===== config.mk =====
export PLATFORM = sky130hd
export DESIGN_NAME = board_io_top
export DESIGN_NICKNAME = d
export VERILOG_FILES = /design/src/design/board_io_pkg.sv /design/src/design/input_sync.sv /design/src/design/io_regs.sv /design/src/design/seg_scanner.sv /design/src/design/board_io_top.sv
export VERILOG_INCLUDE_DIRS = /design/src /design/src/design
export SDC_FILE = /design/constraint.sdc
export NUM_CORES = 1
export LEC_CHECK = 0
export ABC_AREA = 0
export BUFFER_PORTS_ARGS = -buffer_cell sky130_fd_sc_hd__buf_2
export CORE_MARGIN = 4
export CORE_UTILIZATION = 30
export DETAILED_ROUTE_END_ITERATION = 10
export HOLD_SLACK_MARGIN = 0.15
export SLEW_MARGIN = 20
export SYNTH_ARGS = -nofsm -noshare
export SYNTH_HDL_FRONTEND = slang
export SYNTH_HIERARCHICAL = 1
export SYNTH_SLANG_ARGS = --single-unit

===== constraint.sdc =====
create_clock -name clk -period 4.6 [get_ports clk]
set_clock_uncertainty 0.05 [all_clocks]
set_input_delay 0 -clock clk [delete_from_list [all_inputs] [get_ports clk]]
set_output_delay 0 -clock clk [all_outputs]
set_load 0.05 [all_outputs]

===== src/design/board_io_macros.svh =====
// board_io macros
// address map and build-time sizes for the on-board I/O peripheral
// all register offsets are the low address byte inside the I/O page
`ifndef BOARD_IO_MACROS_SVH
`define BOARD_IO_MACROS_SVH

// upper address byte of the peripheral page
`define IO_PAGE             8'h10

`define REG_SW              8'h00   // switches, read only
`define REG_BTN             8'h02   // buttons, read only
`define REG_LED             8'h10   // leds, read/write
`define REG_DIGIT_BASE      8'h20   // four digit registers 0x20..0x23
`define REG_DISP_CTRL       8'h24   // display mode, write only

// scan tick every 2^W clocks, ~1.3 ms per digit at 50 MHz
`define SCAN_DIV_W_DEFAULT  16

`endif


===== src/design/board_io_pkg.sv =====
// board_io_pkg
// shared types for the on-board I/O peripheral: bus bundles for the
// four-phase req/ack handshake, slave states, display glyph codes and
// the digit register bundle handed from the register block to the scanner
package board_io_pkg;

    typedef struct packed {
        logic        req;    // master request, held until ack
        logic        we;     // 1 = write, 0 = read
        logic [15:0] addr;   // byte address, upper byte selects page
        logic [15:0] wdata;  // write data, stable while req high
    } io_bus_req_t;

    typedef struct packed {
        logic        ack;    // slave acknowledge
        logic [15:0] rdata;  // valid while ack high
    } io_bus_rsp_t;

    typedef enum logic [1:0] {
        BUS_IDLE    = 2'd0,  // waiting for req
        BUS_ACK     = 2'd1,  // ack high, waiting for req to drop
        BUS_RELEASE = 2'd2   // ack low again, one cycle before idle
    } bus_state_e;

    typedef enum logic [4:0] {
        GLYPH_0 = 5'h00, GLYPH_1 = 5'h01, GLYPH_2 = 5'h02, GLYPH_3 = 5'h03,
        GLYPH_4 = 5'h04, GLYPH_5 = 5'h05, GLYPH_6 = 5'h06, GLYPH_7 = 5'h07,
        GLYPH_8 = 5'h08, GLYPH_9 = 5'h09, GLYPH_A = 5'h0a, GLYPH_B = 5'h0b,
        GLYPH_C = 5'h0c, GLYPH_D = 5'h0d, GLYPH_E = 5'h0e, GLYPH_F = 5'h0f,
        GLYPH_BLANK = 5'h10,
        GLYPH_DASH  = 5'h11,
        GLYPH_J     = 5'h12
    } glyph_e;

    typedef struct packed {
        logic            raw_mode;  // 1 = segments straight from register
        logic [3:0][7:0] digit;     // digit[0] is the leftmost display
    } digit_regs_t;

endpackage


===== src/design/input_sync.sv =====
// input_sync
// two flop synchronizer for the board switches and buttons
// outputs follow the pins by exactly two clock cycles
`timescale 1ns/1ps

module input_sync (
    input  logic        clk,
    input  logic        rst_n,
    input  logic [15:0] sw,        // raw switch pins
    input  logic [4:0]  btn,       // raw button pins
    output logic [15:0] sw_sync,
    output logic [4:0]  btn_sync
);

    logic [15:0] sw_meta;   // first stage, may go metastable
    logic [4:0]  btn_meta;

    always_ff @(posedge clk or negedge rst_n) begin
        if (!rst_n) begin
            sw_meta  <= '0;
            btn_meta <= '0;
            sw_sync  <= '0;
            btn_sync <= '0;
        end else begin
            sw_meta  <= sw;
            btn_meta <= btn;
            sw_sync  <= sw_meta;   // second stage
            btn_sync <= btn_meta;
        end
    end

    // floating button pins must not leak x into the bus read path
    a_btn_known: assert property (@(posedge clk) disable iff (!rst_n)
        !$isunknown(btn_sync));

endmodule


===== src/design/io_regs.sv =====
// io_regs
// bus slave of the I/O page: four-phase req/ack state machine,
// address decode, led register, digit registers and display mode flag
// the access is done on the edge where req is first seen high
`timescale 1ns/1ps

`include "board_io_macros.svh"

module io_regs import board_io_pkg::*; (
    input  logic        clk,
    input  logic        rst_n,
    input  io_bus_req_t bus_req,
    output io_bus_rsp_t bus_rsp,
    input  logic [15:0] sw_sync,
    input  logic [4:0]  btn_sync,
    output logic [15:0] led,
    output digit_regs_t digits
);

    bus_state_e  state;
    logic        access;     // req seen in idle, do the access now
    logic        page_hit;
    logic [7:0]  offset;
    logic        wr_en;
    logic [15:0] rd_mux;
    logic [15:0] rdata_q;
    logic [15:0] led_q;
    digit_regs_t digits_q;

    assign page_hit = (bus_req.addr[15:8] == `IO_PAGE);
    assign offset   = bus_req.addr[7:0];
    assign access   = (state == BUS_IDLE) && bus_req.req;
    assign wr_en    = access && bus_req.we && page_hit;

    // handshake fsm
    always_ff @(posedge clk or negedge rst_n) begin
        if (!rst_n) begin
            state <= BUS_IDLE;
        end else begin
            case (state)
                BUS_IDLE: begin
                    if (bus_req.req)
                        state <= BUS_ACK;      // ack next cycle
                end
                BUS_ACK: begin
                    if (!bus_req.req)
                        state <= BUS_RELEASE;  // master let go, drop ack
                end
                BUS_RELEASE: state <= BUS_IDLE;
                default:     state <= BUS_IDLE;
            endcase
        end
    end

    // read decode, off-page and unmapped offsets read 0
    always_comb begin
        rd_mux = '0;
        if (page_hit) begin
            case (offset)
                `REG_SW:  rd_mux = sw_sync;
                `REG_BTN: rd_mux = {11'd0, btn_sync};   // zero extend
                `REG_LED: rd_mux = led_q;
                default:  rd_mux = '0;
            endcase
        end
    end

    // read data captured on the access edge, held through ack
    always_ff @(posedge clk) begin
        if (access)
            rdata_q <= rd_mux;
    end

    // write side
    always_ff @(posedge clk or negedge rst_n) begin
        if (!rst_n) begin
            led_q             <= '0;
            digits_q.raw_mode <= 1'b0;
            for (int i = 0; i < 4; i++)
                digits_q.digit[i] <= {3'b000, GLYPH_BLANK};  // blank, dp off
        end else if (wr_en) begin
            if (offset == `REG_LED)
                led_q <= bus_req.wdata;
            else if (offset[7:2] == `REG_DIGIT_BASE >> 2)
                digits_q.digit[offset[1:0]] <= bus_req.wdata[7:0];
            else if (offset == `REG_DISP_CTRL)
                digits_q.raw_mode <= |bus_req.wdata;   // any nonzero = raw
        end
    end

    assign bus_rsp.ack   = (state == BUS_ACK);
    assign bus_rsp.rdata = rdata_q;
    assign led           = led_q;
    assign digits        = digits_q;

    // slave only answers a request that was actually made
    a_ack_after_req: assert property (@(posedge clk) disable iff (!rst_n)
        $rose(bus_rsp.ack) |-> $past(bus_req.req));

    // four-phase order, master drops req before slave drops ack
    a_ack_holds: assert property (@(posedge clk) disable iff (!rst_n)
        $fell(bus_rsp.ack) |-> $past(!bus_req.req));

endmodule


===== src/design/seg_scanner.sv =====
// seg_scanner
// multiplexes the four seven-segment digits: a clock enable prescaler
// advances the digit index every 2^SCAN_DIV_W clocks, the selected
// register is decoded as a glyph code or driven raw
// segments, decimal point and anodes are all active low
`timescale 1ns/1ps

`include "board_io_macros.svh"

module seg_scanner import board_io_pkg::*; #(
    parameter int SCAN_DIV_W = `SCAN_DIV_W_DEFAULT
) (
    input  logic        clk,
    input  logic        rst_n,
    input  digit_regs_t digits,
    output logic [6:0]  seg,     // gfedcba, active low
    output logic        dp,      // active low
    output logic [3:0]  an       // active low, an[3] is leftmost
);

    logic [SCAN_DIV_W-1:0] div_cnt;
    logic                  scan_en;    // one cycle per scan step
    logic [1:0]            idx;
    logic [7:0]            cur;        // register of the lit digit
    glyph_e                glyph;
    logic [6:0]            pat;

    assign scan_en = &div_cnt;   // terminal count

    always_ff @(posedge clk or negedge rst_n) begin
        if (!rst_n) begin
            div_cnt <= '0;
            idx     <= 2'd0;
        end else begin
            div_cnt <= div_cnt + 1'b1;   // wraps after terminal count
            if (scan_en)
                idx <= idx + 2'd1;       // 0,1,2,3,0...
        end
    end

    assign cur   = digits.digit[idx];
    assign glyph = glyph_e'(cur[4:0]);

    // glyph table, codes above 0x12 fall to blank
    always_comb begin
        case (glyph)
            GLYPH_0:     pat = 7'b1000000;
            GLYPH_1:     pat = 7'b1111001;
            GLYPH_2:     pat = 7'b0100100;
            GLYPH_3:     pat = 7'b0110000;
            GLYPH_4:     pat = 7'b0011001;
            GLYPH_5:     pat = 7'b0010010;
            GLYPH_6:     pat = 7'b0000010;
            GLYPH_7:     pat = 7'b1111000;
            GLYPH_8:     pat = 7'b0000000;
            GLYPH_9:     pat = 7'b0011000;
            GLYPH_A:     pat = 7'b0001000;
            GLYPH_B:     pat = 7'b0000011;   // lower case b
            GLYPH_C:     pat = 7'b1000110;
            GLYPH_D:     pat = 7'b0100001;   // lower case d
            GLYPH_E:     pat = 7'b0000110;
            GLYPH_F:     pat = 7'b0001110;
            GLYPH_DASH:  pat = 7'b0111111;   // g only
            GLYPH_J:     pat = 7'b1100001;
            GLYPH_BLANK: pat = 7'b1111111;
            default:     pat = 7'b1111111;
        endcase
    end

    assign seg = digits.raw_mode ? ~cur[6:0] : pat;
    assign dp  = ~cur[7];   // same in both modes

    // index 0 is the leftmost digit
    always_comb begin
        case (idx)
            2'd0:    an = 4'b0111;
            2'd1:    an = 4'b1011;
            2'd2:    an = 4'b1101;
            default: an = 4'b1110;
        endcase
    end

    // exactly one digit lit, never two fighting the shared segment lines
    a_an_one_cold: assert property (@(posedge clk) disable iff (!rst_n)
        $onehot(~an));

endmodule


===== src/design/board_io_top.sv =====
// board_io_top
// on-board I/O peripheral: switch/button synchronizer, bus register
// block and seven-segment scanner behind one four-phase bus port
`timescale 1ns/1ps

`include "board_io_macros.svh"

module board_io_top import board_io_pkg::*; #(
    parameter int SCAN_DIV_W = `SCAN_DIV_W_DEFAULT
) (
    input  logic        clk,
    input  logic        rst_n,
    input  io_bus_req_t bus_req,
    output io_bus_rsp_t bus_rsp,
    input  logic [15:0] sw,
    input  logic [4:0]  btn,
    output logic [15:0] led,
    output logic [6:0]  seg,
    output logic        dp,
    output logic [3:0]  an
);

    logic [15:0] sw_sync;
    logic [4:0]  btn_sync;
    digit_regs_t digits;   // register block to scanner

    input_sync i_input_sync (
        .clk      (clk),
        .rst_n    (rst_n),
        .sw       (sw),
        .btn      (btn),
        .sw_sync  (sw_sync),
        .btn_sync (btn_sync)
    );

    io_regs i_io_regs (
        .clk      (clk),
        .rst_n    (rst_n),
        .bus_req  (bus_req),
        .bus_rsp  (bus_rsp),
        .sw_sync  (sw_sync),
        .btn_sync (btn_sync),
        .led      (led),
        .digits   (digits)
    );

    seg_scanner #(
        .SCAN_DIV_W (SCAN_DIV_W)
    ) i_seg_scanner (
        .clk    (clk),
        .rst_n  (rst_n),
        .digits (digits),
        .seg    (seg),
        .dp     (dp),
        .an     (an)
    );

endmodule


==> results.txt, run 1 <==
- HPWL after detailed placement: 8726 µm
* Die Area: between 20000 and 25000 µm²
* Total wire length: 12500 µm
* Worst EP arrival: 3450 ps
- The run finished with clean final reports.
- The path with the worst hold slack has its endpoint at i_input_sync/sw_meta[10]$_DFF_PN0_.
- The cell sitting at the root of the clock tree is a sky130_fd_sc_hd__clkbuf_16.
* Total global routing track utilization: 0.1270
- STA puts the critical path data required time at 4550 ps.
- The synthesized design spends more area on one cell type than any other, namely sky130_fd_sc_hd__dfrtp_1.
- TritonCTS created 17 clock buffers.
- Critical Path Source Type: register
- For this run the aggregate overflow at the end of global routing stands at 0.
- Maximum ir drop on the vdd rail: 0.0002298 V
- Total of warnings raised by yosys: 6
- Areal power density over the cells: 361.3 nW/µm²
- The final count of hold timing violations is 0.
- The worst path needs 3500 ps of the cycle, external delays included.
- The initial antenna violation count came to 0.
- In this run the tightest slew margin relative to its limit is 0.3716.
* Share of post-route cells with drive strength above 1: 0.3839
* Sequential fraction of the synthesis area: 0.5983
- Post-synth top area share: 0.4909
- Vias in the first global route: 3833
* Setup TNS: 0 ps
- Average wire length per cell after detail routing: 16.11 µm
- The initial utilization of the core area, before any placement, comes to 0.3047.
* H-tree levels: 4
- Largest driver fanout on the critical path: 11
* Startpoint of the lowest-slack register-to-register path: i_io_regs/state[0]$_DFFE_PN0P_
- Proportion of synthesized flip-flops having asynchronous set or reset: 0.8740
* Slew Viols, Final: 0
- In this run the deepest clock path goes through 2 buffers.
* Num Clock Sinks: about 130
- Summing over every cut layer, the via total after detailed routing is 3644.
- In this run, placement finished with an instance count of between 600 and 700.
* Seq cells post-synth: 127
* Hold Path Cell Cnt: 2
- Buffers added to address setup during post-CTS repair amount to 0.
- The synthesized design contains 16 enable-type register cells.
- Once detail routing completed, the nets flagged for antenna violations numbered 0.
- For the worst flop-to-flop path, the logic depth is 6.
- After clock tree synthesis, the clock-pin slew on the worst setup and hold paths is 50 ps.
* Class of the most critical setup path: reg -> out
- Routability-driven placement finished with a final weighted congestion of 0.7791.
- Sorting the synthesized cells by how often they occur yields 107 x sky130_fd_sc_hd__dfrtp_1, 46 x sky130_fd_sc_hd__mux2_2, 23 x sky130_fd_sc_hd__nor2_1.
* Number of core rows: 49
- Counting every net in the synthesized netlist gives 441.
- Reg2reg setup slack: between 1500 and 2000 ps
- The worst register-to-register path ends at i_io_regs/digits[32]$_DFFE_PN0P_.
- At the pin with the least slew margin, the transition time is 942.6 ps.
- For this design the static power due to leakage is around 3.3 nW.
- Entering global routing, the biggest net connects 76 pins.
* Placeable core region: 17900 µm²
- DRT iter0 DRCs: 155
- Top FF cell, synth: sky130_fd_sc_hd__dfrtp_1
* HP Start: sw[10]
- After synthesis, the cell types taking the most area are sky130_fd_sc_hd__dfrtp_1 49%, sky130_fd_sc_hd__mux2_2 9.5%, sky130_fd_sc_hd__edfxtp_1 8.8%.
- The first detailed-routing pass took 4 iterations.
* Avg Cell Area, Syn: between 10 and 15 µm²
* Area added between synthesis and finish: 33.56%
- Measured on the finished design, the core utilization comes to 0.4069.
- Count of maximum capacitance violations: 0
- The worst setup path is captured at an output pin.
- In this run the count of I/O pins placed on the die edge is 102.
* Final worst path period share: 0.7609
- Dividing the detail-routed via count by the number of cells gives around 4.7.
* Final setup violation count: 0
- The most common cell in the synthesized netlist is sky130_fd_sc_hd__dfrtp_1.
* Clock Latency Late Sink: 410 ps
* RSZ-0062 raised after global routing: false
* Layout Nets: 602
- From bottom edge to top edge, the die measures 142.8 µm.
- Post-synthesis cell count: about 370
- Based on the critical path, the design can be clocked at up to between 200 and 300 MHz.
* Classification of the worst-slack hold path: in -> reg
- First-pass GRT wire length: 20020 µm
* Horizontal die dimension: roughly 140 µm
- Distinct cell type count after synthesis: 58
* CTS tree: built
* Drc violations: 0
* Mapped cell area: 5454 µm²
- The number of antenna diodes in the final layout is 0.
- The count of cells in the finished layout, fillers not included, comes to 776.
- Total of buffers placed on input and output ports: 101
cell type report:
class,instances,area [µm²]
fill,1659,10620
clock inverter,10,80.08
multi-input combinational,220,2064
tap,229,286.5
sequential,127,3263
inverter,16,60.06
clock buffer,22,516.7
timing repair buffer,152,1013
worst max path at each step:
stage / start / end / slack (ps)
global placement: i_seg_scanner/idx[0]$_DFFE_PN0P_ / seg[3] / 1560
global route: i_seg_scanner/idx[0]$_DFFE_PN0P_ / seg[3] / 850
floorplan: i_seg_scanner/idx[0]$_DFFE_PN0P_ / seg[3] / 1540
CTS: i_seg_scanner/idx[0]$_DFFE_PN0P_ / seg[3] / 1010
detailed placement: i_seg_scanner/idx[0]$_DFFE_PN0P_ / seg[3] / 1480
finish: i_seg_scanner/idx[0]$_DFFE_PN0P_ / seg[3] / 1100
cell usage in the layout, fill, tap and decap left out, drive strengths merged, types with 2 or more instances in the layout:
cell type / instances
mux2i: 15
inv: 16
and4: 2
mux2: 56
dfrtp: 107
dlygate4sd3: 49
o221ai: 2
clkinvlp: 2
nand2: 10
nand3: 12
o22ai: 3
buf: 103
nor3: 5
ha: 11
a21oi: 2
xor2: 4
and2: 2
nor4: 9
a22oi: 5
clkinv: 7
o21ai: 3
nor4b: 2
nor2b: 8
clkbuf: 22
or4: 2
nand4: 6
edfxtp: 16
dfstp: 4
nor2: 24
xnor2: 11
mux4: 10
a31oi: 2
critical path: stages, from the launching register on:
cell	delay, ps
sky130_fd_sc_hd__dfrtp_1	700
sky130_fd_sc_hd__mux4_1	740
sky130_fd_sc_hd__inv_1	180
sky130_fd_sc_hd__ha_1	330
sky130_fd_sc_hd__mux4_2	310
sky130_fd_sc_hd__mux2i_1	220
sky130_fd_sc_hd__o21ai_0	110
sky130_fd_sc_hd__o221ai_1	170
sky130_fd_sc_hd__buf_2	290
cell families after synthesis:
| group | share of synthesized area |
|---|---|
| flip-flops | 0.5983 |
| AND/OR/NAND/NOR | 0.1012 |
| multiplexers | 0.1927 |
| buffers and inverters | 0.02317 |
| AO/OA/AOI/OAI | 0.03533 |
| XOR/XNOR | 0.02409 |
| adder cells (fa/ha/maj) | 0.02523 |
state kept, by name, indices dropped and copies added, names as in the netlist:
name and flops:
i_io_regs/digits 33, i_input_sync/sw_meta 16, i_input_sync/sw_sync 16, i_io_regs/led 16, i_io_regs/rdata_q 16, i_seg_scanner/div_cnt 16
i_input_sync/btn_meta 5, i_input_sync/btn_sync 5, i_io_regs/state 2, i_seg_scanner/idx 2
metal layers:
metal,GRT usage,up-vias,wire length (µm)
met5,0,-,0
li1,-,1696,-
met3,0.04119,13,631
met2,0.2094,103,6333
met1,0.1595,1832,5386
met4,0.03902,0,151
power breakdown:
group          switching [mW]  leakage [nW]  internal, mW
Clock                   0.470         0.298         0.843
Combinational          0.0868          1.47        0.0602
Sequential            0.00811          1.58          1.16
Total                   0.565          3.35          2.07
per-stage QoR:
stage | setup WS, ps | instance area (µm²) | hold slack [ps] | total power, mW
global route | 847.9 | 7284 | 158.9 | 2.719
detailed placement | 1477 | 6197 | 59.32 | 1.309
global placement | 1564 | 6197 | 57.74 | 1.305
floorplan | 1539 | 5454 | -345.6 | 1.238
CTS | 1010 | 7284 | 150.4 | 2.658
finish | 1100 | 7284 | 172.6 | 2.632
repair_timing:
item	4_1_cts	5_1_grt
resized for setup	0	0
endpoints found under the hold margin	147	0
hold buffers	49	0
Note: power is estimated with default switching activity, not from simulation.
==> run 2, diff against run 1 <==
Settings changed: ABC_AREA 0 to 1.
Clock period 4.6 ns to 3.6 ns, I/O delays scaled along.
==> results.txt, run 2 <==
- Result of the run: finished, final reports clean
* Buffer levels on the longest clock path: 2 (unchanged)
- In the layout the commonest cells are 217 x sky130_fd_sc_hd__nand2_1, 107 x sky130_fd_sc_hd__dfrtp_1, 100 x sky130_fd_sc_hd__buf_2.
- Mapped cell area: 5963 µm² (+9.3%)
* Class of the most critical setup path: reg -> reg
- The proportion of synthesized chip area in sequential cells came to 0.5472 (-0.05109).
- The number of enable flip-flop cells after synthesis was 16 (unchanged).
- Last weighted congestion value of the routability-driven placer: 0.8462 (+8.6%)
- Post-synth top area cell: sky130_fd_sc_hd__dfrtp_1
- Critical Path Source Type: register
- The first-pass GRT wire length is 24900 µm (+24%).
- Number of I/O pins: 102 (unchanged)
- The power density over the cells came to 427.7 nW/µm² (+18%).
- The number of warning messages in the yosys log was 6 (unchanged).
- Post-synthesis cell count: 626 (+68%)
* Number of inserted filler cells in the final layout: 1984 (+20%)
* Critical path data required time: 3900 ps (-650 ps)
- The total power is 3.318 mW (+26%).
* Seq cells post-synth: 127 (unchanged)
- The total number of vias came to 4778 (+31%).
* Final worst path period share: 0.9017
- Compared with the post-synthesis result, the final layout area differs by 30.09%.
* Most used standard cells in the synthesized netlist: 217 x sky130_fd_sc_hd__nand2_1, 107 x sky130_fd_sc_hd__dfrtp_1, 37 x sky130_fd_sc_hd__inv_1, 37 x sky130_fd_sc_hd__nand4_1
- Classification of the worst-slack hold path: in -> reg
- After layout, the minimum clock period comes to 3246 ps.
- HPWL after detailed placement: 10520 µm (+21%)
* H-tree levels: 4 (unchanged)
- Placeable core region: 19530 µm² (+9.1%)
- TritonCTS built the clock tree.
* Worst slack on hold paths: 167.7 ps (-4.879 ps)
* Initial cell density of the core: 0.3054 (+0.0007406)
- The row count was 51 (+4.1%).
- Setup repair after global routing left no endpoint under its margin.
- Largest net degree at the start of global routing: 65 (-14%)
- The DRC violation count after routing is 0 (unchanged).
- Post-route insts no fill: 1062 (+37%)
* Dominant delay contributor by cell family on the critical path: buffers and inverters
- The number of max-slew violations in the final report was 0 (unchanged).
- Static power due to leakage: 3.784 nW (+13%)
* Distinct cell type count after synthesis: 41 (-29%)
* Proportion of synthesized flip-flops having asynchronous set or reset: 0.8740 (unchanged)
* Top FF cell, synth: sky130_fd_sc_hd__dfrtp_1
- The final count of hold timing violations was 0 (unchanged).
- CP bufs+invs: 4 (+2)
- Vias in the first global route: 4676 (+22%)
- Share of post-route cells with drive strength above 1: 0.2396 (-0.1443)
- The endpoint arrival time on the critical path came to 3550 ps (+100 ps).
- The clock network latency to the later pin of the worst-skew pair is 420 ps (about the same).
* Largest driver fanout on the critical path: 32 (+21)
- The post-detailed-route via-to-cell ratio came to 4.499 (-4.2%).
- Avg Cell Area, Syn: 9.526 µm² (-35%)
* Total wire length: 15370 µm (+23%)
* Final std cell area, no fill: 7757 µm² (+6.5%)
* Die Y-Extent: 149.0 µm (+4.3%)
* Largest cells by area after synthesis: sky130_fd_sc_hd__dfrtp_1 45%, sky130_fd_sc_hd__nand2_1 14%, sky130_fd_sc_hd__edfxtp_1 8.1%
- Worst-path clk slew: 60 ps (about the same)
- Count of maximum capacitance violations: 0 (unchanged)
* Total global routing track utilization: 0.1432 (+0.01625)
- The first-pass iteration count of the detailed router was 4 (unchanged).
* CTS Buf Count: 17 (unchanged)
- The instance area at placement is 6640 µm² (+7.1%).
- Horizontal die dimension: 149.0 µm (+4.3%)
* Die Area: 22200 µm² (+8.8%)
- The area of the multi-input gates was 2342 µm² (+13%).
* Slowest cell on crit path: sky130_fd_sc_hd__dlygate4sd3_1
- Post-synth top area share: 0.4490 (-0.04192)
* Final setup violation count: 0 (unchanged)
- The post-layout net count came to 852 (+42%).
- STA classifies the critical path endpoint as a register.
* CP cell instances: nor2_2, nand3_2, inv_2, nand2_1, nor2_2, buf_4, nand4_1, dlygate4sd3_1, nand2_1, dlygate4sd3_1
- Average wire length per cell after detail routing: 14.47 µm (-10%)
- The initial DRC count was 238 (+54%).
- The remaining max-slew budget at the tightest pin came to 0.3748 (+0.003257).
- Number of antenna violations at the first check in global routing: 1 (+1)
- The cell sitting at the root of the clock tree is a sky130_fd_sc_hd__clkbuf_16.
- The stage delay of the slowest cell on the critical path came to 610 ps (-130 ps).
* Maximum ir drop on the vdd rail: 0.0003400 V (+48%)
- Yosys instantiated no cell more often than sky130_fd_sc_hd__nand2_1.
* Footprint of the flip-flops and latches: 3263 µm² (unchanged)
- Global route overflow: 0 (unchanged)
- Synthesized netlist net count: 694 (+57%)
- Most common cell after layout, fill and taps aside: sky130_fd_sc_hd__nand2_1
- Num Clock Sinks: 127 (unchanged)
- Number of flip-flops under the largest register name: 33 (unchanged)
- The number of placed cells counting well taps was 975 (+40%).
* Final antenna-violating net count: 0 (unchanged)
- The post-CTS setup buffer count was 0 (unchanged).
* Measured slew at the worst slew-check pin: 935.5 ps (-7.105 ps)
- Total of buffers placed on input and output ports: 101 (unchanged)
- Antenna fix cells: 0 (unchanged)
- Maximum operating frequency: just over 300 MHz
- The final-layout setup total negative slack came to 0 ps (unchanged).
## run 2: cell types whose count changed after synthesis, moves of 10 or more
cell and change:
sky130_fd_sc_hd__nand2_1 +207, sky130_fd_sc_hd__mux2_2 -46, sky130_fd_sc_hd__nand4_1 +31, sky130_fd_sc_hd__inv_1 +22, sky130_fd_sc_hd__nand3_1 +20, sky130_fd_sc_hd__mux2i_1 -15, sky130_fd_sc_hd__o21ai_0 +14, sky130_fd_sc_hd__a21oi_2 +12
sky130_fd_sc_hd__buf_6 +10
## run 2: metrics by stage
step	util	setup slack (ps)
finish	0.3973	353.8
global route	0.3973	142.0
CTS	0.3973	415.4
detailed placement	0.3401	1251
global placement	0.3401	1343
floorplan	-	1257
## run 2: what timing repair did
item / CTS / global route
hold buffers: 55 / 0
endpoints found under the hold margin: 134 / 0
gates resized for setup: 0 / 0
## run 2: worst register-to-register path, stage by stage (launching register included)
cell                            delay (ps)
sky130_fd_sc_hd__dfrtp_1               400
sky130_fd_sc_hd__nor2_2                140
sky130_fd_sc_hd__nand3_2               110
sky130_fd_sc_hd__inv_2                  60
sky130_fd_sc_hd__nand2_1               480
sky130_fd_sc_hd__nor2_2                230
sky130_fd_sc_hd__buf_4                 340
sky130_fd_sc_hd__nand4_1               130
sky130_fd_sc_hd__dlygate4sd3_1         610
sky130_fd_sc_hd__nand2_1                70
sky130_fd_sc_hd__dlygate4sd3_1         550
## run 2: area by class of cell
class,count,share of cell area
tap,265,0.04274
clock inverter,12,0.01403
timing repair buffer,160,0.1403
multi-input combinational,436,0.3019
sequential,127,0.4206
inverter,42,0.02129
clock buffer,20,0.05903
## run 2: cells by family after synthesis
family          share of synthesized area
simple gates                       0.2961
flops                              0.5472
buf+inv                           0.06001
compound gates                    0.05308
xor+xnor                          0.02056
fa+ha+maj                         0.02308
## run 2: path summary, 6_finish.rpt
check	startpoint	to	slack, ps	cells past startpoint
worst max-delay path	i_io_regs/state[1]$_DFFE_PN0P_	i_io_regs/digits[12]$_DFFE_PN1P_	350	10
worst min-delay path	btn[4]	i_input_sync/btn_meta[4]$_DFF_PN0_	170	2
worst max register to register	i_io_regs/state[1]$_DFFE_PN0P_	i_io_regs/digits[12]$_DFFE_PN1P_	350	10
worst min register to register	i_input_sync/sw_meta[7]$_DFF_PN0_	i_input_sync/sw_sync[7]$_DFF_PN0_	290	0
max in group asynchronous	rst_n	i_io_regs/digits[16]$_DFFE_PN0P_	2430	3
min in group asynchronous	rst_n	i_io_regs/digits[25]$_DFFE_PN0P_	180	2
## run 2: power by group
part	leakage (nW)	internal [mW]	switching, mW	total, mW
logic	1.94	0.0709	0.125	0.196
registers	1.57	1.49	0.00966	1.50
clock network	0.272	0.991	0.633	1.62
## run 2: per-layer routing
layer / routed length [µm] / up-vias / global-route usage
met5: 13 / - / 0
met4: 256 / 2 / 0.04989
met3: 765 / 20 / 0.03707
met2: 7333 / 112 / 0.2322
met1: 7000 / 2271 / 0.1866
li1: - / 2373 / -
